[src/logic/trace_defines.svh]
`ifndef TRACE_DEFINES_SVH
`define TRACE_DEFINES_SVH

// --------------------------------------------------
// commit trace sizing
// --------------------------------------------------

// commit ports retiring per cycle
`define TRACE_NR_PORTS 2

// virtual PC width
`define TRACE_PC_W 64

// exception cause width, msb flags an interrupt
`define TRACE_CAUSE_W 64

// entries held per port FIFO
`define TRACE_FIFO_DEPTH 4

`endif

[src/logic/trace_pkg.sv]
`default_nettype none

`include "trace_defines.svh"

package trace_pkg;

  // --------------------------------------------------
  // derived widths
  // --------------------------------------------------

  // a single port still needs one index bit
  localparam int unsigned port_idx_w =
    (`TRACE_NR_PORTS > 1) ? $clog2(`TRACE_NR_PORTS) : 1;

  // fill level must reach the full depth value
  localparam int unsigned fifo_cnt_w = $clog2(`TRACE_FIFO_DEPTH + 1);

  // --------------------------------------------------
  // shared vector types
  // --------------------------------------------------

  typedef logic [`TRACE_PC_W-1:0]    pc_t;
  typedef logic [`TRACE_CAUSE_W-1:0] cause_t;
  typedef logic [port_idx_w-1:0]     port_idx_t;
  typedef logic [fifo_cnt_w-1:0]     fifo_cnt_t;

endpackage

`default_nettype wire

[src/logic/pc_fifo_if.sv]
`timescale 1ns/1ps
`default_nettype none

// one port's link between classifier, PC FIFO and arbiter
interface pc_fifo_if;

  import trace_pkg::*;

  // write side
  logic push;
  pc_t  push_pc;
  logic full;

  // read side, pop_pc always shows the oldest entry
  logic empty;
  logic pop;
  pc_t  pop_pc;

  modport producer (
    output push,
    output push_pc,
    input  full
  );

  modport store (
    input  push,
    input  push_pc,
    input  pop,
    output full,
    output empty,
    output pop_pc
  );

  modport consumer (
    output pop,
    input  empty,
    input  pop_pc
  );

endinterface

`default_nettype wire

[src/logic/commit_classifier.sv]
`timescale 1ns/1ps
`default_nettype none

`include "trace_defines.svh"

module commit_classifier (
  input  logic                                       clk_i,
  input  logic                                       rst_ni,
  // commit port entries
  input  logic [`TRACE_NR_PORTS-1:0]                 commit_ack_i,
  input  logic [`TRACE_NR_PORTS-1:0]                 commit_ex_valid_i,
  input  trace_pkg::pc_t [`TRACE_NR_PORTS-1:0]       commit_pc_i,
  input  trace_pkg::cause_t [`TRACE_NR_PORTS-1:0]    commit_cause_i,
  // per port PC queues
  pc_fifo_if.producer                                fifo [`TRACE_NR_PORTS-1:0],
  // trap reporting
  output logic [`TRACE_NR_PORTS-1:0]                 exc_o,
  output logic [`TRACE_NR_PORTS-1:0]                 irq_o,
  output trace_pkg::cause_t [`TRACE_NR_PORTS-1:0]    cause_o,
  output logic                                       overflow_o
);

  import trace_pkg::*;

  logic [`TRACE_NR_PORTS-1:0] retire;
  logic [`TRACE_NR_PORTS-1:0] trap;
  logic [`TRACE_NR_PORTS-1:0] is_irq;
  logic [`TRACE_NR_PORTS-1:0] drop;

  logic [`TRACE_NR_PORTS-1:0] exc_q;
  logic [`TRACE_NR_PORTS-1:0] irq_q;
  cause_t [`TRACE_NR_PORTS-1:0] cause_q;
  logic                       overflow_q;

  // --------------------------------------------------
  // per port sorting
  // --------------------------------------------------
  for (genvar i = 0; i < `TRACE_NR_PORTS; i++) begin : gen_port
    assign retire[i] = commit_ack_i[i] & ~commit_ex_valid_i[i];
    assign trap[i]   = commit_ack_i[i] &  commit_ex_valid_i[i];
    // msb of cause separates interrupts from synchronous exceptions
    assign is_irq[i] = commit_cause_i[i][`TRACE_CAUSE_W-1];

    // push only with room left, otherwise the PC is lost
    assign fifo[i].push    = retire[i] & ~fifo[i].full;
    assign fifo[i].push_pc = commit_pc_i[i];
    assign drop[i]         = retire[i] &  fifo[i].full;

    // cause is held until the next trap on this port
    always_ff @(posedge clk_i) begin
      if (trap[i]) begin
        cause_q[i] <= commit_cause_i[i];
      end
    end
  end

  // --------------------------------------------------
  // trap pulses and sticky overflow
  // --------------------------------------------------
  always_ff @(posedge clk_i or negedge rst_ni) begin
    if (!rst_ni) begin
      exc_q      <= '0;
      irq_q      <= '0;
      overflow_q <= 1'b0;
    end else begin
      exc_q <= trap & ~is_irq;
      irq_q <= trap &  is_irq;
      if (|drop) begin
        overflow_q <= 1'b1;
      end
    end
  end

  assign exc_o      = exc_q;
  assign irq_o      = irq_q;
  assign cause_o    = cause_q;
  assign overflow_o = overflow_q;

endmodule

`default_nettype wire

[src/logic/commit_tracer.sv]
`timescale 1ns/1ps
`default_nettype none

`include "trace_defines.svh"

module commit_tracer (
  input  logic                                           clk_i,
  input  logic                                           rst_ni,
  // commit ports from the pipeline
  input  logic [`TRACE_NR_PORTS-1:0]                     commit_ack_i,
  input  logic [`TRACE_NR_PORTS-1:0]                     commit_ex_valid_i,
  input  logic [`TRACE_NR_PORTS-1:0][`TRACE_PC_W-1:0]    commit_pc_i,
  input  logic [`TRACE_NR_PORTS-1:0][`TRACE_CAUSE_W-1:0] commit_cause_i,
  // trap reporting, one cycle after the commit
  output logic [`TRACE_NR_PORTS-1:0]                     exc_o,
  output logic [`TRACE_NR_PORTS-1:0]                     irq_o,
  output logic [`TRACE_NR_PORTS-1:0][`TRACE_CAUSE_W-1:0] cause_o,
  output logic                                           overflow_o,
  // ordered PC trace
  output logic                                           trace_valid_o,
  output logic [`TRACE_PC_W-1:0]                         trace_pc_o,
  output logic [trace_pkg::port_idx_w-1:0]               trace_port_o
);

  // one queue link per commit port
  pc_fifo_if fifo_if [`TRACE_NR_PORTS-1:0] ();

  // --------------------------------------------------
  // commit sorting
  // --------------------------------------------------
  commit_classifier i_classifier (
    .clk_i             ( clk_i             ),
    .rst_ni            ( rst_ni            ),
    .commit_ack_i      ( commit_ack_i      ),
    .commit_ex_valid_i ( commit_ex_valid_i ),
    .commit_pc_i       ( commit_pc_i       ),
    .commit_cause_i    ( commit_cause_i    ),
    .fifo              ( fifo_if           ),
    .exc_o             ( exc_o             ),
    .irq_o             ( irq_o             ),
    .cause_o           ( cause_o           ),
    .overflow_o        ( overflow_o        )
  );

  // --------------------------------------------------
  // per port PC queues
  // --------------------------------------------------
  for (genvar i = 0; i < `TRACE_NR_PORTS; i++) begin : gen_pc_fifo
    pc_fifo i_pc_fifo (
      .clk_i  ( clk_i      ),
      .rst_ni ( rst_ni     ),
      .fifo   ( fifo_if[i] )
    );
  end

  // --------------------------------------------------
  // round robin drain
  // --------------------------------------------------
  // no back-pressure, one PC leaves per cycle at most
  pc_rr_arbiter i_rr_arbiter (
    .clk_i         ( clk_i         ),
    .rst_ni        ( rst_ni        ),
    .fifo          ( fifo_if       ),
    .trace_valid_o ( trace_valid_o ),
    .trace_pc_o    ( trace_pc_o    ),
    .trace_port_o  ( trace_port_o  )
  );

endmodule

`default_nettype wire

[src/logic/pc_fifo.sv]
`timescale 1ns/1ps
`default_nettype none

`include "trace_defines.svh"

module pc_fifo (
  input  logic     clk_i,
  input  logic     rst_ni,
  pc_fifo_if.store fifo
);

  import trace_pkg::*;

  localparam int unsigned ptr_w =
    (`TRACE_FIFO_DEPTH > 1) ? $clog2(`TRACE_FIFO_DEPTH) : 1;
  localparam logic [ptr_w-1:0] last_slot = ptr_w'(`TRACE_FIFO_DEPTH - 1);

  pc_t              mem_q [`TRACE_FIFO_DEPTH];
  logic [ptr_w-1:0] wr_ptr_q;
  logic [ptr_w-1:0] rd_ptr_q;
  fifo_cnt_t        cnt_q;

  // wrap at the last slot, depth need not be a power of two
  function automatic logic [ptr_w-1:0] next_ptr(input logic [ptr_w-1:0] ptr);
    if (ptr == last_slot) begin
      return '0;
    end
    return ptr + 1'b1;
  endfunction

  // --------------------------------------------------
  // storage
  // --------------------------------------------------
  always_ff @(posedge clk_i) begin
    if (fifo.push) begin
      mem_q[wr_ptr_q] <= fifo.push_pc;
    end
  end

  assign fifo.pop_pc = mem_q[rd_ptr_q];

  // --------------------------------------------------
  // pointers and fill level
  // --------------------------------------------------
  always_ff @(posedge clk_i or negedge rst_ni) begin
    if (!rst_ni) begin
      wr_ptr_q <= '0;
      rd_ptr_q <= '0;
      cnt_q    <= '0;
    end else begin
      if (fifo.push) begin
        wr_ptr_q <= next_ptr(wr_ptr_q);
      end
      if (fifo.pop) begin
        rd_ptr_q <= next_ptr(rd_ptr_q);
      end
      // push and pop together leave the count alone
      case ({fifo.push, fifo.pop})
        2'b10:   cnt_q <= cnt_q + fifo_cnt_t'(1);
        2'b01:   cnt_q <= cnt_q - fifo_cnt_t'(1);
        default: cnt_q <= cnt_q;
      endcase
    end
  end

  assign fifo.full  = (cnt_q == fifo_cnt_t'(`TRACE_FIFO_DEPTH));
  assign fifo.empty = (cnt_q == '0);

endmodule

`default_nettype wire

[src/logic/pc_rr_arbiter.sv]
`timescale 1ns/1ps
`default_nettype none

`include "trace_defines.svh"

module pc_rr_arbiter (
  input  logic                 clk_i,
  input  logic                 rst_ni,
  pc_fifo_if.consumer          fifo [`TRACE_NR_PORTS-1:0],
  // merged trace stream
  output logic                 trace_valid_o,
  output trace_pkg::pc_t       trace_pc_o,
  output trace_pkg::port_idx_t trace_port_o
);

  import trace_pkg::*;

  localparam port_idx_t last_port = port_idx_t'(`TRACE_NR_PORTS - 1);

  logic [`TRACE_NR_PORTS-1:0] empty_vec;
  logic [`TRACE_NR_PORTS-1:0] pop_vec;
  pc_t [`TRACE_NR_PORTS-1:0]  pc_vec;

  logic      gnt_valid;
  port_idx_t gnt_idx;
  port_idx_t rr_ptr_q;

  logic      trace_valid_q;
  pc_t       trace_pc_q;
  port_idx_t trace_port_q;

  // flatten the interface array, it cannot take a variable index
  for (genvar i = 0; i < `TRACE_NR_PORTS; i++) begin : gen_port
    assign empty_vec[i] = fifo[i].empty;
    assign pc_vec[i]    = fifo[i].pop_pc;
    assign fifo[i].pop  = pop_vec[i];
  end

  // --------------------------------------------------
  // grant search
  // --------------------------------------------------
  // first non-empty port at or after rr_ptr_q
  always_comb begin
    int unsigned cand;
    gnt_valid = 1'b0;
    gnt_idx   = '0;
    pop_vec   = '0;
    for (int k = 0; k < `TRACE_NR_PORTS; k++) begin
      cand = int'(rr_ptr_q) + k;
      if (cand >= `TRACE_NR_PORTS) begin
        cand = cand - `TRACE_NR_PORTS;
      end
      if (!gnt_valid && !empty_vec[cand]) begin
        gnt_valid = 1'b1;
        gnt_idx   = port_idx_t'(cand);
      end
    end
    if (gnt_valid) begin
      pop_vec[gnt_idx] = 1'b1;
    end
  end

  // --------------------------------------------------
  // pointer and output stage
  // --------------------------------------------------
  always_ff @(posedge clk_i or negedge rst_ni) begin
    if (!rst_ni) begin
      rr_ptr_q      <= '0;
      trace_valid_q <= 1'b0;
    end else begin
      trace_valid_q <= gnt_valid;
      // pointer only moves on a grant
      if (gnt_valid) begin
        rr_ptr_q <= (gnt_idx == last_port) ? '0 : gnt_idx + 1'b1;
      end
    end
  end

  always_ff @(posedge clk_i) begin
    if (gnt_valid) begin
      trace_pc_q   <= pc_vec[gnt_idx];
      trace_port_q <= gnt_idx;
    end
  end

  assign trace_valid_o = trace_valid_q;
  assign trace_pc_o    = trace_pc_q;
  assign trace_port_o  = trace_port_q;

endmodule

`default_nettype wire

[config.mk]
export PLATFORM = sky130hd
export DESIGN_NAME = commit_tracer
export DESIGN_NICKNAME = d
export VERILOG_FILES = /design/src/logic/trace_pkg.sv /design/src/logic/pc_fifo_if.sv /design/src/logic/commit_classifier.sv /design/src/logic/commit_tracer.sv /design/src/logic/pc_fifo.sv /design/src/logic/pc_rr_arbiter.sv
export VERILOG_INCLUDE_DIRS = /design/src /design/src/logic
export SDC_FILE = /design/constraint.sdc
export NUM_CORES = 1
export LEC_CHECK = 0
export BUFFER_PORTS_ARGS = -buffer_cell sky130_fd_sc_hd__buf_2
export CORE_MARGIN = 2
export CORE_UTILIZATION = 60
export CTS_CLUSTER_SIZE = 10
export DETAILED_ROUTE_END_ITERATION = 16
export GPL_TIMING_DRIVEN = 1
export PLACE_DENSITY_LB_ADDON = 0.1
export SLEW_MARGIN = 10
export SYNTH_ARGS = -nofsm -noshare
export SYNTH_HDL_FRONTEND = slang
export SYNTH_SLANG_ARGS = --single-unit
[constraint.sdc]
create_clock -name clk_i -period 8.3 [get_ports clk_i]
set_clock_uncertainty 0.05 [all_clocks]
set_input_delay 2.49 -clock clk_i [delete_from_list [all_inputs] [get_ports clk_i]]
set_output_delay 2.49 -clock clk_i [all_outputs]
set_load 0.02 [all_outputs]
# Word level (Yosys, flattened, before mapping)

Memory sizes are Yosys's and may differ from the RTL's.
Cells that the tools add are included.

Register bits: 214
Memory bits (writable): 512
Output and inout port bits: 199
Word-level logic and storage cells: 106
Memories kept: 2

Add/subtract/negate cells: 12
$lt $le $gt $ge: 6
Equality and inequality tests: 10
Muxes and demuxes: 38
Bitwise gates (word level): 15
Reduce and logical (&&, ||, !) cells: 8

Memory list:

| name                           | depth | bits a word | read ports | clocked after memory_dff | write ports | RTL line      | RTL |
|---|---|---|---|---|---|---|---|
| gen_pc_fifo[0].i_pc_fifo.mem_q | 4     | 64          | 1          | 0                        | 1           | pc_fifo.sv:18 | `` pc_t mem_q [`TRACE_FIFO_DEPTH]; `` |
| gen_pc_fifo[1].i_pc_fifo.mem_q | 4     | 64          | 1          | 0                        | 1           | pc_fifo.sv:18 |  |

Operators with widths:

| cell                    | number |
|---|---|
| $mux W64                | 2 |
| $lt A32 B2 Y1 const B   | 2 |
| $mux W32                | 2 |
| $ge A32 B2 Y1 const B   | 1 |
| $sub A32 B2 Y32 const B | 1 |
| $mux W1                 | 22 |
| $mux W2                 | 9 |
| $eq A2 B2 Y1 const B    | 6 |
| $pmux W3 S2             | 2 |
| $add A2 B1 Y2 const B   | 4 |
| $and A1 B1 Y1           | 8 |
| $add A3 B1 Y3 const B   | 2 |
| $eq A3 B3 Y1 const B    | 2 |
| $logic_not A3 Y1        | 2 |
| $sub A3 B1 Y3 const B   | 2 |
| $and A2 B2 Y2           | 2 |
| $eq A2 B1 Y1 const B    | 2 |
| $not A1 Y1              | 4 |
| $reduce_bool A2 Y1      | 2 |
| $sub A1 B2 Y3 const B   | 1 |
| $add A1 B1 Y2 const B   | 1 |
| $ge A1 B2 Y1 const B    | 1 |
| $logic_and A1 B1 Y1     | 2 |
| $lt A1 B2 Y1 const B    | 1 |
| other kinds (6)         | 6 |

# Longest topological paths before layout

Depth after elaboration: 15
Depth in mapped cells: 11

# By module

Synthesis repeated with hierarchy kept, for this count alone.

Cells, all modules: 1162
Area, all modules: 27287.4 µm²

By module, submodules not included:

| module            | instances | cells each | area each (µm²) | seq. area each (µm²) |
|---|---|---|---|---|
| pc_fifo           | 2         | 372        | 9649.3          | 7862.5 |
| commit_classifier | 1         | 272        | 5007.3          | 3968.8 |
| pc_rr_arbiter     | 1         | 146        | 2981.6          | 2001.9 |

# Worst setup path after synthesis

No wires, ideal clock.

Path kind: input-to-reg
Start point: input port commit_ex_valid_i[1]
End point: memory gen_pc_fifo[1].i_pc_fifo.mem_q[0][0] in the netlist's numbering (enable)
Setup time: 0.429 ns
Arrival: 4.505 ns
Slack: 3.317 ns
Cell stages on the path: 3
Buffers on the path: 0
Path through: nand2b_1 a21oi_1 and2_1

Cells in the longest elaborated chain, start to end: 5

Ends and longest elaborated chain:

| what                          | RTL line                | RTL |
|---|---|---|
| start, declared               | commit_tracer.sv:11     | `` input logic [`TRACE_NR_PORTS-1:0] commit_ex_valid_i, `` |
| $not A1 Y1                    | commit_classifier.sv:39 | `assign retire[i] = commit_ack_i[i] & ~commit_ex_valid_i[i];` |
| $and A1 B1 Y1                 | commit_classifier.sv:39 |  |
| $and A1 B1 Y1                 | commit_classifier.sv:45 | `assign fifo[i].push = retire[i] & ~fifo[i].full;` |
| $mux W1                       | pc_fifo.sv:35           | `if (fifo.push) begin` |
| $mux W1 (implied by the code) | pc_fifo.sv:36           | `mem_q[wr_ptr_q] <= fifo.push_pc;` |
| end, declared                 | pc_fifo.sv:18           |  |

No other way between the ends.

# Worst setup path in the final report

Start point: input port commit_ex_valid_i[0]
End point: memory gen_pc_fifo[0].i_pc_fifo.mem_q[0][18] in the netlist's numbering (enable)

Cells in the longest elaborated chain, start to end: 5

Ends and longest elaborated chain:

| what                          | RTL line |
|---|---|
| $not A1 Y1                    | commit_classifier.sv:39 |
| $and A1 B1 Y1                 | commit_classifier.sv:39 |
| $and A1 B1 Y1                 | commit_classifier.sv:45 |
| $mux W1                       | pc_fifo.sv:35 |
| $mux W1 (implied by the code) | pc_fifo.sv:36 |
| end, declared                 | pc_fifo.sv:18 |

No other way between the ends.

==> results.json <==
{
  "synth.distinct_cells": 32,
  "root_buffer": "clkbuf_16",
  "ys.flop_type": "edfxtp_1",
  "reg2reg_to": "i_rr_arbiter.trace_pc_o[21]$_DFFE_PN_",
  "rsz0062_at_grt": "false",
  "num_vias": 12500,
  "wl_per_cell_um": 25.9,
  "start_util": 0.608,
  "io_pins": 461,
  "cts_buffers": 82,
  "final.min_clock_period_ns": 4.26,
  "period_share": 0.513,
  "drv_slew": 0,
  "syn_to_final_growth_pct": 19.9,
  "finalSetupTns_ns": 0,
  "leakage_uw": 0.0112,
  "yosysWarnings": 0,
  "max_cap_violations": 0,
  "fill_cells": 2561,
  "timing.hold.ws_ns": 0.429,
  "fp-row-count": 76,
  "crit_type": "input port to flip-flop",
  "synth_nets": 1313,
  "timing.fmax_mhz": 235,
  "layout.nets": 1833,
  "cts-resized-gates": 0,
  "synth_seq_area_share": 0.827,
  "r2r_cells": 5,
  "die_area_sq_um": 45400,
  "hold_buffers": 0,
  "hold_violations": 0,
  "status": "finished, final reports clean",
  "total_power_uw": 10800,
  "start_kind": "input port",
  "netlist_area_sq_um": 26300,
  "cts_tree": "done",
  "crit_fanout": 51,
  "r2r_slack_ns": 5.31,
  "clk_latency_ns": 0.61,
  "grt_max_degree": 67,
  "clockBufferDepth": 3,
  "io_buffers": 460,
  "antenna_found_initial": 26,
  "grt-ovfl-total": 0,
  "drive_gt1_frac": 0.488,
  "cp-end-kind": "flip-flop",
  "netlist.top_cell.by_area": "edfxtp_1",
  "crit_start": "commit_ex_valid_i[0]",
  "syn_inst": 1037,
  "drc": 0,
  "h-tree-depth": 3,
  "regArea_sq_um": 21700,
  "reg2reg_from": "gen_pc_fifo[1].i_pc_fifo.cnt_q[1]$_DFFE_PN0P_",
  "track_usage": 0.250,
  "powerDensity_nw_per_um2": 343,
  "final-setup-viol-count": 0,
  "hp-class": "flip-flop to flip-flop",
  "clk_pin_slew_ns": 0.05,
  "grt_pass1_wl_mm": 80.0,
  "synth_top_area_share": 0.806,
  "synth-edff-count": 705,
  "die_y_um": 213,
  "viasPerCell": 5.71,
  "worst_pin_slew_ns": 1.19,
  "holdPathEnd": "i_classifier.overflow_o$_DFFE_PN0P_",
  "die_x_um": 213,
  "route.antenna.remaining_nets": 0,
  "dp_hpwl_mm": 34.2,
  "routed_wl_mm": 56.7,
  "hold_depth": 2,
  "cts.sinks": 726,
  "ys_seq_elements": 726,
  "multiInputGateArea_sq_um": 4270,
  "cts_setup_buffers": 0,
  "coreArea_sq_um": 43200,
  "synthTopCellsByArea": "edfxtp_1, mux4_2, mux2_2, dfrtp_1, mux2_4",
  "drt_iter0_drc": 897,
  "min-delay-start": "i_classifier.overflow_o$_DFFE_PN0P_",
  "peakVddDrop_uv": 266,
  "synth_area_per_cell_sq_um": 25.3,
  "place_congestion": 0.874,
  "synthArstFlopShare": 0.0289,
  "drt_pass1_iterations": 5,
  "required_ns": 8.47,
  "grt_pass1_vias": 12700,
  "arrival_ns": 4.43,
  "slew_headroom": 0.205
}
[per-stage QoR]
step            util  cells  worst slack, ns  instance area [sq um]
5_1_grt        0.729   2186             3.90                  31500
3_3_place_gp   0.675   2058             3.45                  29200
4_1_cts        0.728   2178             4.04                  31400
2_1_floorplan      -   1037             3.32                  26300
3_5_place_dp   0.675   2058             3.41                  29200
6_report       0.729   2189             4.04                  31500
[routing by layer]
layer  up-vias  GRT usage  share of wire
li1       5375          -              -
met1      6457      0.317           0.38
met2       526      0.423           0.51
met3       127     0.0646          0.077
met4        16     0.0872          0.027
met5         -          0         0.0019
[state kept, by name, indices dropped and copies added (netlist names)]
register,flops
gen_pc_fifo.i_pc_fifo.cnt_q,6
gen_pc_fifo.i_pc_fifo.mem_q,512
gen_pc_fifo.i_pc_fifo.rd_ptr_q,4
gen_pc_fifo.i_pc_fifo.wr_ptr_q,4
i_classifier.cause_o,128
i_classifier.exc_o,2
i_classifier.irq_o,2
i_classifier.overflow_o,1
i_rr_arbiter.rr_ptr_q,1
i_rr_arbiter.trace_pc_o,64
i_rr_arbiter.trace_port_o,1
i_rr_arbiter.trace_valid_o,1
[report_power, final]
part	switching (uW)	internal, uW	total [uW]	leakage [uW]
combinational	1350	1260	2610	0.00336
sequential	319	4690	5010	0.00678
clock	1320	1850	3170	0.00111
[cell usage after synthesis (all sizes together) (2+ instances only)]
master	instances
a21oi	2
and2	10
and3	2
buf	25
clkbuf	10
dfrtp	21
edfxtp	705
fa	2
ha	12
inv	16
mux2	72
mux4	128
nand2	4
nand2b	3
nor2	8
nor2b	2
o21ai	2
or3	2
xnor2	2
xor2	4
[cells by family after synthesis]
family                   count (synthesis)  share of synthesized area
flip-flops                             726                      0.827
multiplexers                           201                      0.144
buffers and inverters                   51                     0.0123
AND/OR/NAND/NOR                         32                    0.00643
adder cells (fa/ha/maj)                 14                    0.00724
AO/OA/AOI/OAI                            7                    0.00181
XOR/XNOR                                 6                    0.00200
[how the worst max path moves through the flow]
| stage | endpoint | depth (start not counted) |
|---|---|---|
| after global placement | gen_pc_fifo[0].i_pc_fifo.mem_q[0][20]$_DFFE_PP_ | 5 |
| after global routing | gen_pc_fifo[0].i_pc_fifo.mem_q[0][18]$_DFFE_PP_ | 5 |
| after CTS | gen_pc_fifo[0].i_pc_fifo.mem_q[3][18]$_DFFE_PP_ | 5 |
| after floorplan | gen_pc_fifo[1].i_pc_fifo.mem_q[0][0]$_DFFE_PP_ | 3 |
| final | gen_pc_fifo[0].i_pc_fifo.mem_q[0][18]$_DFFE_PP_ | 5 |
| after detailed placement | gen_pc_fifo[0].i_pc_fifo.mem_q[3][10]$_DFFE_PP_ | 5 |
[cells in the final DEF (no fill, tap or decap), types with 3 or more instances in the layout]
| cell type | count |
|---|---|
| mux2_4 | 18 |
| mux2_2 | 54 |
| nand2_1 | 4 |
| xor2_1 | 4 |
| clkbuf_1 | 30 |
| mux4_2 | 128 |
| ha_1 | 12 |
| edfxtp_1 | 705 |
| diode_2 | 11 |
| buf_2 | 460 |
| inv_6 | 3 |
| and2_4 | 8 |
| clkbuf_16 | 84 |
| dfrtp_1 | 17 |
| nor2_1 | 8 |
| buf_4 | 11 |
| inv_1 | 16 |
[critical path: stages]
cell and delay, ns:
buf_2 0.11, nand2b_1 0.17, a21oi_1 0.50, and2_4 0.40
buf_4 0.68
[cell type report]
class	instances	share of cell area
inverters	16	0.00191
repair buffers	471	0.0758
multi-input cells	260	0.136
flip-flops and latches	726	0.690
clock buffers	115	0.0708
diodes	11	0.000875
well taps	585	0.0233
clock inverters	5	0.00199
(Power assumes the default switching activity.)
